--- src/design/core_types_pkg.sv ---
/*
 * shared widths, vector types and op records for the system unit
 * dispatch queue. compiled ahead of the RTL and the testbench, which
 * pull in what they need from it
 */
`default_nettype none

package core_types_pkg;

	// ----------------------------------------------------------------------
	// widths

	// physical register number, low bits pick the writeback bank
	localparam int LOG_PR_COUNT = 7;
	localparam int LOG_ROB_ENTRIES = 7;
	localparam int PRF_BANK_COUNT = 4;
	localparam int LOG_PRF_BANK_COUNT = 2;

	// ----------------------------------------------------------------------
	// vector types

	typedef logic [LOG_PR_COUNT-1:0] pr_t;
	// register number with bank bits stripped, as carried on a WB bus
	typedef logic [LOG_PR_COUNT-LOG_PRF_BANK_COUNT-1:0] upper_pr_t;
	typedef logic [LOG_ROB_ENTRIES-1:0] rob_index_t;
	typedef logic [3:0] sysu_op_t;
	typedef logic [11:0] imm12_t;

	// ----------------------------------------------------------------------
	// op records

	// one op offered by a dispatch way
	typedef struct packed {
		sysu_op_t op;
		imm12_t imm12;
		pr_t A_PR;
		logic A_ready;
		logic A_is_zero;
		pr_t B_PR;
		logic B_ready;
		logic B_is_zero;
		pr_t dest_PR;
		rob_index_t ROB_index;
	} sysu_dispatch_t;

	// one op sent to the system unit
	typedef struct packed {
		logic killed;
		sysu_op_t op;
		imm12_t imm12;
		pr_t A_PR;
		logic A_is_zero;
		pr_t B_PR;
		logic B_is_zero;
		pr_t dest_PR;
		rob_index_t ROB_index;
	} sysu_launch_t;

endpackage

`default_nettype wire

--- src/design/sysu_dq.sv ---
/*
 * in-order dispatch queue in front of the system unit. takes up to four
 * ops per cycle, wakes operands from the banked writeback buses, marks
 * killed entries and launches the head op under valid/ready
 */
`timescale 1ns/1ps
`default_nettype none

module sysu_dq #(
	parameter int SYSU_DQ_ENTRIES = 4
) (
	input logic CLK,
	input logic nRST,

	// dispatch by way
	input logic [3:0] dispatch_attempt_by_way,
	input logic [3:0] dispatch_valid_by_way,
	input core_types_pkg::sysu_dispatch_t [3:0] dispatch_op_by_way,
	output logic [3:0] dispatch_ack_by_way,

	// writeback bus by bank
	input logic [core_types_pkg::PRF_BANK_COUNT-1:0] WB_bus_valid_by_bank,
	input core_types_pkg::upper_pr_t [core_types_pkg::PRF_BANK_COUNT-1:0]
		WB_bus_upper_PR_by_bank,

	// launch to system unit
	output logic sysu_launch_valid,
	output core_types_pkg::sysu_launch_t sysu_launch_op,
	input logic sysu_launch_ready,

	// ROB kill
	input logic rob_kill_valid,
	input core_types_pkg::rob_index_t rob_kill_abs_head_index,
	input core_types_pkg::rob_index_t rob_kill_rel_kill_younger_index
);

	import core_types_pkg::*;

	// counters must also hold the way count
	localparam int ENTRY_COUNT_W = $clog2(SYSU_DQ_ENTRIES + 1);
	localparam int COUNT_W = (ENTRY_COUNT_W > 3) ? ENTRY_COUNT_W : 3;
	localparam logic [COUNT_W-1:0] DEPTH = COUNT_W'(SYSU_DQ_ENTRIES);

	typedef struct packed {
		logic valid;
		logic A_ready;
		logic B_ready;
		logic killed;
	} dq_flags_t;

	// entry 0 is the oldest, valid entries are packed from 0 upward
	dq_flags_t [SYSU_DQ_ENTRIES-1:0] entry_flags;
	dq_flags_t [SYSU_DQ_ENTRIES-1:0] next_entry_flags;
	sysu_dispatch_t [SYSU_DQ_ENTRIES-1:0] entry_op;
	sysu_dispatch_t [SYSU_DQ_ENTRIES-1:0] next_entry_op;

	logic [COUNT_W-1:0] entry_count;
	logic [COUNT_W-1:0] free_count;
	logic [COUNT_W-1:0] attempt_count;
	logic [COUNT_W-1:0] ack_count;
	logic [COUNT_W-1:0] write_ptr;

	// ----------------------------------------------------------------------
	// helpers

	// bank is picked by the low PR bits, the bus carries the rest
	function automatic logic wb_hit(
		input pr_t pr,
		input logic [PRF_BANK_COUNT-1:0] bus_valid,
		input upper_pr_t [PRF_BANK_COUNT-1:0] bus_upper
	);
		logic [LOG_PRF_BANK_COUNT-1:0] bank;
		bank = pr[LOG_PRF_BANK_COUNT-1:0];
		return bus_valid[bank] && (bus_upper[bank] == pr[LOG_PR_COUNT-1:LOG_PRF_BANK_COUNT]);
	endfunction

	// age relative to ROB head, wraps with the index width
	function automatic logic kill_hit(
		input rob_index_t rob_index,
		input logic kill_valid,
		input rob_index_t head_index,
		input rob_index_t rel_index
	);
		rob_index_t age;
		age = rob_index - head_index;
		return kill_valid && (age >= rel_index);
	endfunction

	// ----------------------------------------------------------------------
	// occupancy and dispatch ack

	always_comb begin
		entry_count = '0;
		for (int i = 0; i < SYSU_DQ_ENTRIES; i++) begin
			if (entry_flags[i].valid) begin
				entry_count = entry_count + 1'b1;
			end
		end
	end

	assign free_count = DEPTH - entry_count;

	// way acked while free slots outnumber lower attempting ways
	always_comb begin
		attempt_count = '0;
		ack_count = '0;
		for (int w = 0; w < 4; w++) begin
			dispatch_ack_by_way[w] = dispatch_attempt_by_way[w] && (free_count > attempt_count);
			if (dispatch_attempt_by_way[w]) begin
				attempt_count = attempt_count + 1'b1;
			end
			if (dispatch_ack_by_way[w]) begin
				ack_count = ack_count + 1'b1;
			end
		end
	end

	// ----------------------------------------------------------------------
	// head launch

	// killed ops skip the operand wait
	assign sysu_launch_valid = entry_flags[0].valid && sysu_launch_ready
		&& (entry_flags[0].killed || (entry_flags[0].A_ready && entry_flags[0].B_ready));

	always_comb begin
		sysu_launch_op.killed = entry_flags[0].killed;
		sysu_launch_op.op = entry_op[0].op;
		sysu_launch_op.imm12 = entry_op[0].imm12;
		sysu_launch_op.A_PR = entry_op[0].A_PR;
		sysu_launch_op.A_is_zero = entry_op[0].A_is_zero;
		sysu_launch_op.B_PR = entry_op[0].B_PR;
		sysu_launch_op.B_is_zero = entry_op[0].B_is_zero;
		sysu_launch_op.dest_PR = entry_op[0].dest_PR;
		sysu_launch_op.ROB_index = entry_op[0].ROB_index;
	end

	// ----------------------------------------------------------------------
	// next queue state

	always_comb begin
		next_entry_flags = entry_flags;
		next_entry_op = entry_op;

		// launched head leaves, the rest move up one slot
		if (sysu_launch_valid) begin
			for (int i = 0; i < SYSU_DQ_ENTRIES - 1; i++) begin
				next_entry_flags[i] = entry_flags[i+1];
				next_entry_op[i] = entry_op[i+1];
			end
			next_entry_flags[SYSU_DQ_ENTRIES-1] = '0;
		end

		// append acked valid ways behind the survivors, in way order
		write_ptr = entry_count - COUNT_W'(sysu_launch_valid);
		for (int w = 0; w < 4; w++) begin
			if (dispatch_ack_by_way[w] && dispatch_valid_by_way[w]) begin
				for (int i = 0; i < SYSU_DQ_ENTRIES; i++) begin
					if (COUNT_W'(i) == write_ptr) begin
						next_entry_flags[i].valid = 1'b1;
						next_entry_flags[i].A_ready = dispatch_op_by_way[w].A_ready
							| dispatch_op_by_way[w].A_is_zero;
						next_entry_flags[i].B_ready = dispatch_op_by_way[w].B_ready
							| dispatch_op_by_way[w].B_is_zero;
						next_entry_flags[i].killed = 1'b0;
						next_entry_op[i] = dispatch_op_by_way[w];
					end
				end
				write_ptr = write_ptr + 1'b1;
			end
		end

		// wakeup and kill cover old and freshly written entries alike
		for (int i = 0; i < SYSU_DQ_ENTRIES; i++) begin
			if (next_entry_flags[i].valid) begin
				next_entry_flags[i].A_ready = next_entry_flags[i].A_ready
					| wb_hit(next_entry_op[i].A_PR, WB_bus_valid_by_bank,
						WB_bus_upper_PR_by_bank);
				next_entry_flags[i].B_ready = next_entry_flags[i].B_ready
					| wb_hit(next_entry_op[i].B_PR, WB_bus_valid_by_bank,
						WB_bus_upper_PR_by_bank);
				next_entry_flags[i].killed = next_entry_flags[i].killed
					| kill_hit(next_entry_op[i].ROB_index, rob_kill_valid,
						rob_kill_abs_head_index, rob_kill_rel_kill_younger_index);
			end
		end
	end

	always_ff @(posedge CLK or negedge nRST) begin
		if (!nRST) begin
			entry_flags <= '0;
		end else begin
			entry_flags <= next_entry_flags;
		end
	end

	always_ff @(posedge CLK) begin
		entry_op <= next_entry_op;
	end

	// ----------------------------------------------------------------------
	// checks

	// live entries stay packed behind the head, so a launch takes the oldest
	for (genvar i = 1; i < SYSU_DQ_ENTRIES; i++) begin : g_packed_chk
		assert property (@(posedge CLK) disable iff (!nRST)
			entry_flags[i].valid |-> entry_flags[i-1].valid);
	end

	// acked slots plus current entries fit in the queue
	assert property (@(posedge CLK) disable iff (!nRST)
		(int'(entry_count) + int'(ack_count)) <= SYSU_DQ_ENTRIES);

	// queue grows by the acked valid ways and shrinks by the launch
	assert property (@(posedge CLK) disable iff (!nRST)
		int'(entry_count) == int'($past(entry_count)) - int'($past(sysu_launch_valid))
			+ $countones($past(dispatch_ack_by_way & dispatch_valid_by_way)));

endmodule

`default_nettype wire

--- src/design/sysu_dq_wrapper.sv ---
/*
 * top level around the system unit dispatch queue. every input and
 * output goes through one register stage so the queue can be timed
 * on its own
 */
`timescale 1ns/1ps
`default_nettype none

module sysu_dq_wrapper #(
	parameter int SYSU_DQ_ENTRIES = 4
) (
	input logic CLK,
	input logic nRST,

	// dispatch by way
	input logic [3:0] next_dispatch_attempt_by_way,
	input logic [3:0] next_dispatch_valid_by_way,
	input core_types_pkg::sysu_dispatch_t [3:0] next_dispatch_op_by_way,
	output logic [3:0] last_dispatch_ack_by_way,

	// writeback bus by bank
	input logic [core_types_pkg::PRF_BANK_COUNT-1:0] next_WB_bus_valid_by_bank,
	input core_types_pkg::upper_pr_t [core_types_pkg::PRF_BANK_COUNT-1:0]
		next_WB_bus_upper_PR_by_bank,

	// launch to system unit
	output logic last_sysu_launch_valid,
	output core_types_pkg::sysu_launch_t last_sysu_launch_op,
	input logic next_sysu_launch_ready,

	// ROB kill
	input logic next_rob_kill_valid,
	input core_types_pkg::rob_index_t next_rob_kill_abs_head_index,
	input core_types_pkg::rob_index_t next_rob_kill_rel_kill_younger_index
);

	import core_types_pkg::*;

	// ----------------------------------------------------------------------
	// queue side signals

	logic [3:0] dispatch_attempt_by_way;
	logic [3:0] dispatch_valid_by_way;
	sysu_dispatch_t [3:0] dispatch_op_by_way;
	logic [3:0] dispatch_ack_by_way;

	logic [PRF_BANK_COUNT-1:0] WB_bus_valid_by_bank;
	upper_pr_t [PRF_BANK_COUNT-1:0] WB_bus_upper_PR_by_bank;

	logic sysu_launch_valid;
	sysu_launch_t sysu_launch_op;
	logic sysu_launch_ready;

	logic rob_kill_valid;
	rob_index_t rob_kill_abs_head_index;
	rob_index_t rob_kill_rel_kill_younger_index;

	sysu_dq #(
		.SYSU_DQ_ENTRIES(SYSU_DQ_ENTRIES)
	) wrapped_dq (
		.CLK(CLK),
		.nRST(nRST),
		.dispatch_attempt_by_way(dispatch_attempt_by_way),
		.dispatch_valid_by_way(dispatch_valid_by_way),
		.dispatch_op_by_way(dispatch_op_by_way),
		.dispatch_ack_by_way(dispatch_ack_by_way),
		.WB_bus_valid_by_bank(WB_bus_valid_by_bank),
		.WB_bus_upper_PR_by_bank(WB_bus_upper_PR_by_bank),
		.sysu_launch_valid(sysu_launch_valid),
		.sysu_launch_op(sysu_launch_op),
		.sysu_launch_ready(sysu_launch_ready),
		.rob_kill_valid(rob_kill_valid),
		.rob_kill_abs_head_index(rob_kill_abs_head_index),
		.rob_kill_rel_kill_younger_index(rob_kill_rel_kill_younger_index)
	);

	// ----------------------------------------------------------------------
	// boundary registers

	// ready clears too, so nothing launches right after reset
	always_ff @(posedge CLK or negedge nRST) begin
		if (!nRST) begin
			dispatch_attempt_by_way <= '0;
			dispatch_valid_by_way <= '0;
			dispatch_op_by_way <= '0;
			WB_bus_valid_by_bank <= '0;
			WB_bus_upper_PR_by_bank <= '0;
			sysu_launch_ready <= 1'b0;
			rob_kill_valid <= 1'b0;
			rob_kill_abs_head_index <= '0;
			rob_kill_rel_kill_younger_index <= '0;
			last_dispatch_ack_by_way <= '0;
			last_sysu_launch_valid <= 1'b0;
			last_sysu_launch_op <= '0;
		end else begin
			// inputs
			dispatch_attempt_by_way <= next_dispatch_attempt_by_way;
			dispatch_valid_by_way <= next_dispatch_valid_by_way;
			dispatch_op_by_way <= next_dispatch_op_by_way;
			WB_bus_valid_by_bank <= next_WB_bus_valid_by_bank;
			WB_bus_upper_PR_by_bank <= next_WB_bus_upper_PR_by_bank;
			sysu_launch_ready <= next_sysu_launch_ready;
			rob_kill_valid <= next_rob_kill_valid;
			rob_kill_abs_head_index <= next_rob_kill_abs_head_index;
			rob_kill_rel_kill_younger_index <= next_rob_kill_rel_kill_younger_index;
			// outputs
			last_dispatch_ack_by_way <= dispatch_ack_by_way;
			last_sysu_launch_valid <= sysu_launch_valid;
			last_sysu_launch_op <= sysu_launch_op;
		end
	end

endmodule

`default_nettype wire

--- config.mk ---
export PLATFORM = sky130hd
export DESIGN_NAME = sysu_dq_wrapper
export DESIGN_NICKNAME = d
export VERILOG_FILES = /design/src/design/core_types_pkg.sv /design/src/design/sysu_dq.sv /design/src/design/sysu_dq_wrapper.sv
export SDC_FILE = /design/constraint.sdc
export NUM_CORES = 1
export LEC_CHECK = 0
export BUFFER_PORTS_ARGS = -buffer_cell sky130_fd_sc_hd__buf_2
export CAP_MARGIN = 20
export CELL_PAD_IN_SITES_DETAIL_PLACEMENT = 0
export CELL_PAD_IN_SITES_GLOBAL_PLACEMENT = 1
export CORE_AREA = 2 2 235 284
export DETAILED_ROUTE_END_ITERATION = 7
export DIE_AREA = 0 0 237 286
export MAX_ROUTING_LAYER = met4
export PLACE_DENSITY_LB_ADDON = 0.3
export SKIP_CTS_REPAIR_TIMING = 1
export SLEW_MARGIN = 25
export SYNTH_ARGS = -nofsm -noshare
export SYNTH_HDL_FRONTEND = slang
export SYNTH_SLANG_ARGS = --single-unit
--- constraint.sdc ---
create_clock -name CLK -period 22.7 [get_ports CLK]
set_input_delay 3.405 -clock CLK [delete_from_list [all_inputs] [get_ports CLK]]
set_output_delay 3.405 -clock CLK [all_outputs]
set_load 0.02 [all_outputs]
==> impl_metrics.tcl <==
set metrics [dict create \
    core-area_um2 65100 \
    root_buffer "clkbuf_16" \
    synth-seq-area-share 0.441 \
    grt_pass1_wl_mm 145 \
    hold_depth 0 \
    htreeDepth 2 \
    rows 103 \
    synth_area_per_cell_um2 8.88 \
    synth_compound_area_frac 0.212 \
    nFillCells 6239 \
    avgRoutedWirePerCell_um 24.6 \
    setup_tns_ns 0 \
    viasPerCell 5.87 \
    start_util 0.397 \
    rr_endpoint "wrapped_dq.entry_flags[8]$_DFF_PN0_" \
    setup_violations 0 \
    cp_common_cell "ha_1" \
    whs_ns 0.340 \
    gp_congestion 0.952 \
    slew_headroom 0.249 \
    cts_max_path_buffers 3 \
    skew_ns 0.0341 \
    hold_end "last_sysu_launch_op[8]$_DFF_PN0_" \
    routed_wl_mm 97.4 \
    antenna_left 0 \
    syn_nets 3236 \
    hold_class "register to register" \
    grt_use_total 0.290 \
    portBuffers 293 \
    fmax_mhz 99.2 \
    period_minus_slack_ns 10.08 \
    outcome "finished, final reports clean" \
    drtIter0Drc 2402 \
    endpoint_kind "register" \
    cts_sinks 492 \
    clk_transition_reported_paths_ns 0.07 \
    cap_viol_max_count 0 \
    die_area_um2 67800 \
    async_flop_share 0.626 \
    antenna_found_initial 8 \
    min-delay-start "wrapped_dq.sysu_launch_op[8]$_DFF_P_" \
    synthMuxAreaShare 0.0790 \
    synth_area_um2 25800 \
    critPathLaunchType "register" \
    dp_hpwl_mm 66.6 \
    yosysWarningCount 0 \
    synthSimpleGateAreaFrac 0.152 \
    worstPathArrival_ns 10.56 \
    rr_startpoint "wrapped_dq.entry_flags[3]$_DFF_PN0_" \
    path_max_fanout 54 \
    r2r_slack_ns 12.62 \
    cts_tree "done" \
    rsz0062_at_grt "no" \
    grt_pass1_vias 22863 \
    synth_xor_area_frac 0.0268 \
    criticalPathCategory "register to register" \
    synthAdderAreaFrac 0.0429 \
    synth_edf_count 0 \
    syn_inst 2908 \
    worst_slack_ns 12.62 \
    critPathRequiredTime_ns 23.18 \
    num_vias 23241 \
    ys.flop_type "dfrtp_1" \
    synth_top_family_by_area "compound AO/OA/AOI/OAI gates" \
    finalNetCount 3397 \
    synth_cell_type_count 93 \
    max_stage_delay_ns 0.65 \
    insertion_delay_ns 0.63 \
    final_common_cell "nand2_1" \
    grt_overflow 0 \
    min_period_over_period 0.444 \
    drive_gt1_frac 0.163 \
    drt_pass1_iterations 6 \
    slew_viol_final 0 \
    synth_seq_cells 492 \
    ios 294 \
    final_cell_mix "nand2_1 (485), dfrtp_1 (308), buf_2 (292)" \
    die_w_um 237 \
    dieHeight_um 286 \
    crit_slowest_cell "and2_2" \
    worst_pin_slew_ns 1.12 \
    reg2reg_depth 34 \
    hold_viol 0 \
    area_growth_pct 15.1 \
    cts_made_buffers 52 \
    grt_max_degree 70 \
    final_cell_area_um2 29700 \
    pre_cts_ws_ns 12.78 \
    drc 0 \
    placed_cell_area_um2 27800 \
]
==> state kept, by name, indices dropped and copies added (netlist names) <==
| register | count |
|---|---|
| wrapped_dq.entry_op | 138 |
| sysu_launch_ready | 1 |
| dispatch_valid_by_way | 4 |
| last_sysu_launch_valid | 1 |
| wrapped_dq.sysu_launch_op | 47 |
| WB_bus_valid_by_bank | 4 |
| last_dispatch_ack_by_way | 4 |
| rob_kill_valid | 1 |
| rob_kill_abs_head_index | 7 |
| rob_kill_rel_kill_younger_index | 7 |
| last_sysu_launch_op | 47 |
| wrapped_dq.entry_flags | 15 |
| WB_bus_upper_PR_by_bank | 20 |
| dispatch_op_by_way | 192 |
| dispatch_attempt_by_way | 4 |
==> metrics by stage <==
step,std cells,utilization
after floorplan,2908,-
after global placement,3854,0.427
after detailed placement,3855,0.427
after CTS,3953,0.456
after global routing,3957,0.456
final,3957,0.456
==> how the worst max path moves through the flow <==
stage | start | endpoint | cells after the start
after global placement | wrapped_dq.entry_flags[3]$_DFF_PN0_ | wrapped_dq.entry_flags[8]$_DFF_PN0_ | 34
after global routing | wrapped_dq.entry_flags[3]$_DFF_PN0_ | wrapped_dq.entry_flags[8]$_DFF_PN0_ | 34
final | wrapped_dq.entry_flags[3]$_DFF_PN0_ | wrapped_dq.entry_flags[8]$_DFF_PN0_ | 34
after detailed placement | wrapped_dq.entry_flags[3]$_DFF_PN0_ | wrapped_dq.entry_flags[8]$_DFF_PN0_ | 34
after floorplan | wrapped_dq.entry_flags[3]$_DFF_PN0_ | wrapped_dq.entry_flags[12]$_DFF_PN0_ | 45
after CTS | wrapped_dq.entry_flags[3]$_DFF_PN0_ | wrapped_dq.entry_flags[8]$_DFF_PN0_ | 34
==> worst max-delay path: cells and delay by family (launching register included) <==
kind | cells | cell delay, ns
and+or+nand+nor | 5 | 1.99
DFF | 1 | 0.40
adders and majority gates | 8 | 2.53
buffers and inverters | 6 | 1.83
xor gates and xnor gates | 4 | 0.81
AOI/OAI and AO/OA | 11 | 2.28
==> metal layers <==
layer / share of wire / track usage / up-vias
li1: - / - / 10638
met1: 0.43 / 0.383 / 11359
met2: 0.47 / 0.458 / 1059
met3: 0.074 / 0.0443 / 185
met4: 0.026 / 0.0896 / 0
met5: 0 / - / -
==> final cells by class <==
cell class	instances	area (um^2)	share of cell area
Inverter	63	239	0.00804
Clock buffer	60	1370	0.0462
Tap cell	840	1050	0.0354
Clock inverter	38	536	0.0180
Sequential cell	492	11400	0.383
Antenna cell	4	10.0	0.000337
Multi-Input combinational cell	2125	13300	0.448
Timing Repair Buffer	335	1800	0.0604
==> Yosys cell counts, types with 7 or more instances <==
| cell type | number | area, um^2 |
|---|---|---|
| nor2_1 | 192 | 721 |
| a32oi_1 | 11 | 96.3 |
| ha_1 | 82 | 1030 |
| buf_1 | 39 | 146 |
| buf_2 | 38 | 190 |
| a21oi_1 | 281 | 1410 |
| a221oi_1 | 8 | 70.1 |
| o211ai_1 | 85 | 638 |
| mux2i_1 | 162 | 1620 |
| nor2b_1 | 12 | 75.1 |
| a21o_1 | 24 | 180 |
| dfrtp_1 | 308 | 7710 |
| o21ai_0 | 187 | 936 |
| xnor2_1 | 52 | 455 |
| o21ai_1 | 8 | 40.0 |
| a211oi_1 | 89 | 668 |
| nor3_1 | 16 | 80.1 |
| and2_1 | 14 | 87.6 |
| o21bai_1 | 7 | 52.6 |
| o21a_1 | 9 | 67.6 |
| nand2_1 | 486 | 1820 |
| a311oi_1 | 41 | 359 |
| dfxtp_1 | 184 | 3680 |
| nand2b_1 | 11 | 68.8 |
| o31ai_1 | 12 | 90.1 |
| xor2_1 | 25 | 219 |
| clkbuf_1 | 140 | 526 |
| nand3_1 | 149 | 746 |
| and3_1 | 11 | 68.8 |
| mux2_2 | 24 | 270 |
| inv_1 | 60 | 225 |
==> logic make-up after synthesis <==
logic type	after synthesis
adder cells (fa/ha/maj)	86
flip-flops	492
buffers and inverters	291
XOR/XNOR	78
AND/OR/NAND/NOR	923
multiplexers	193
AO/OA/AOI/OAI	845
Power is left out: the tool's default activity adds up to more than one toggle a clock period on the data nets, which glitch-free logic cannot reach.
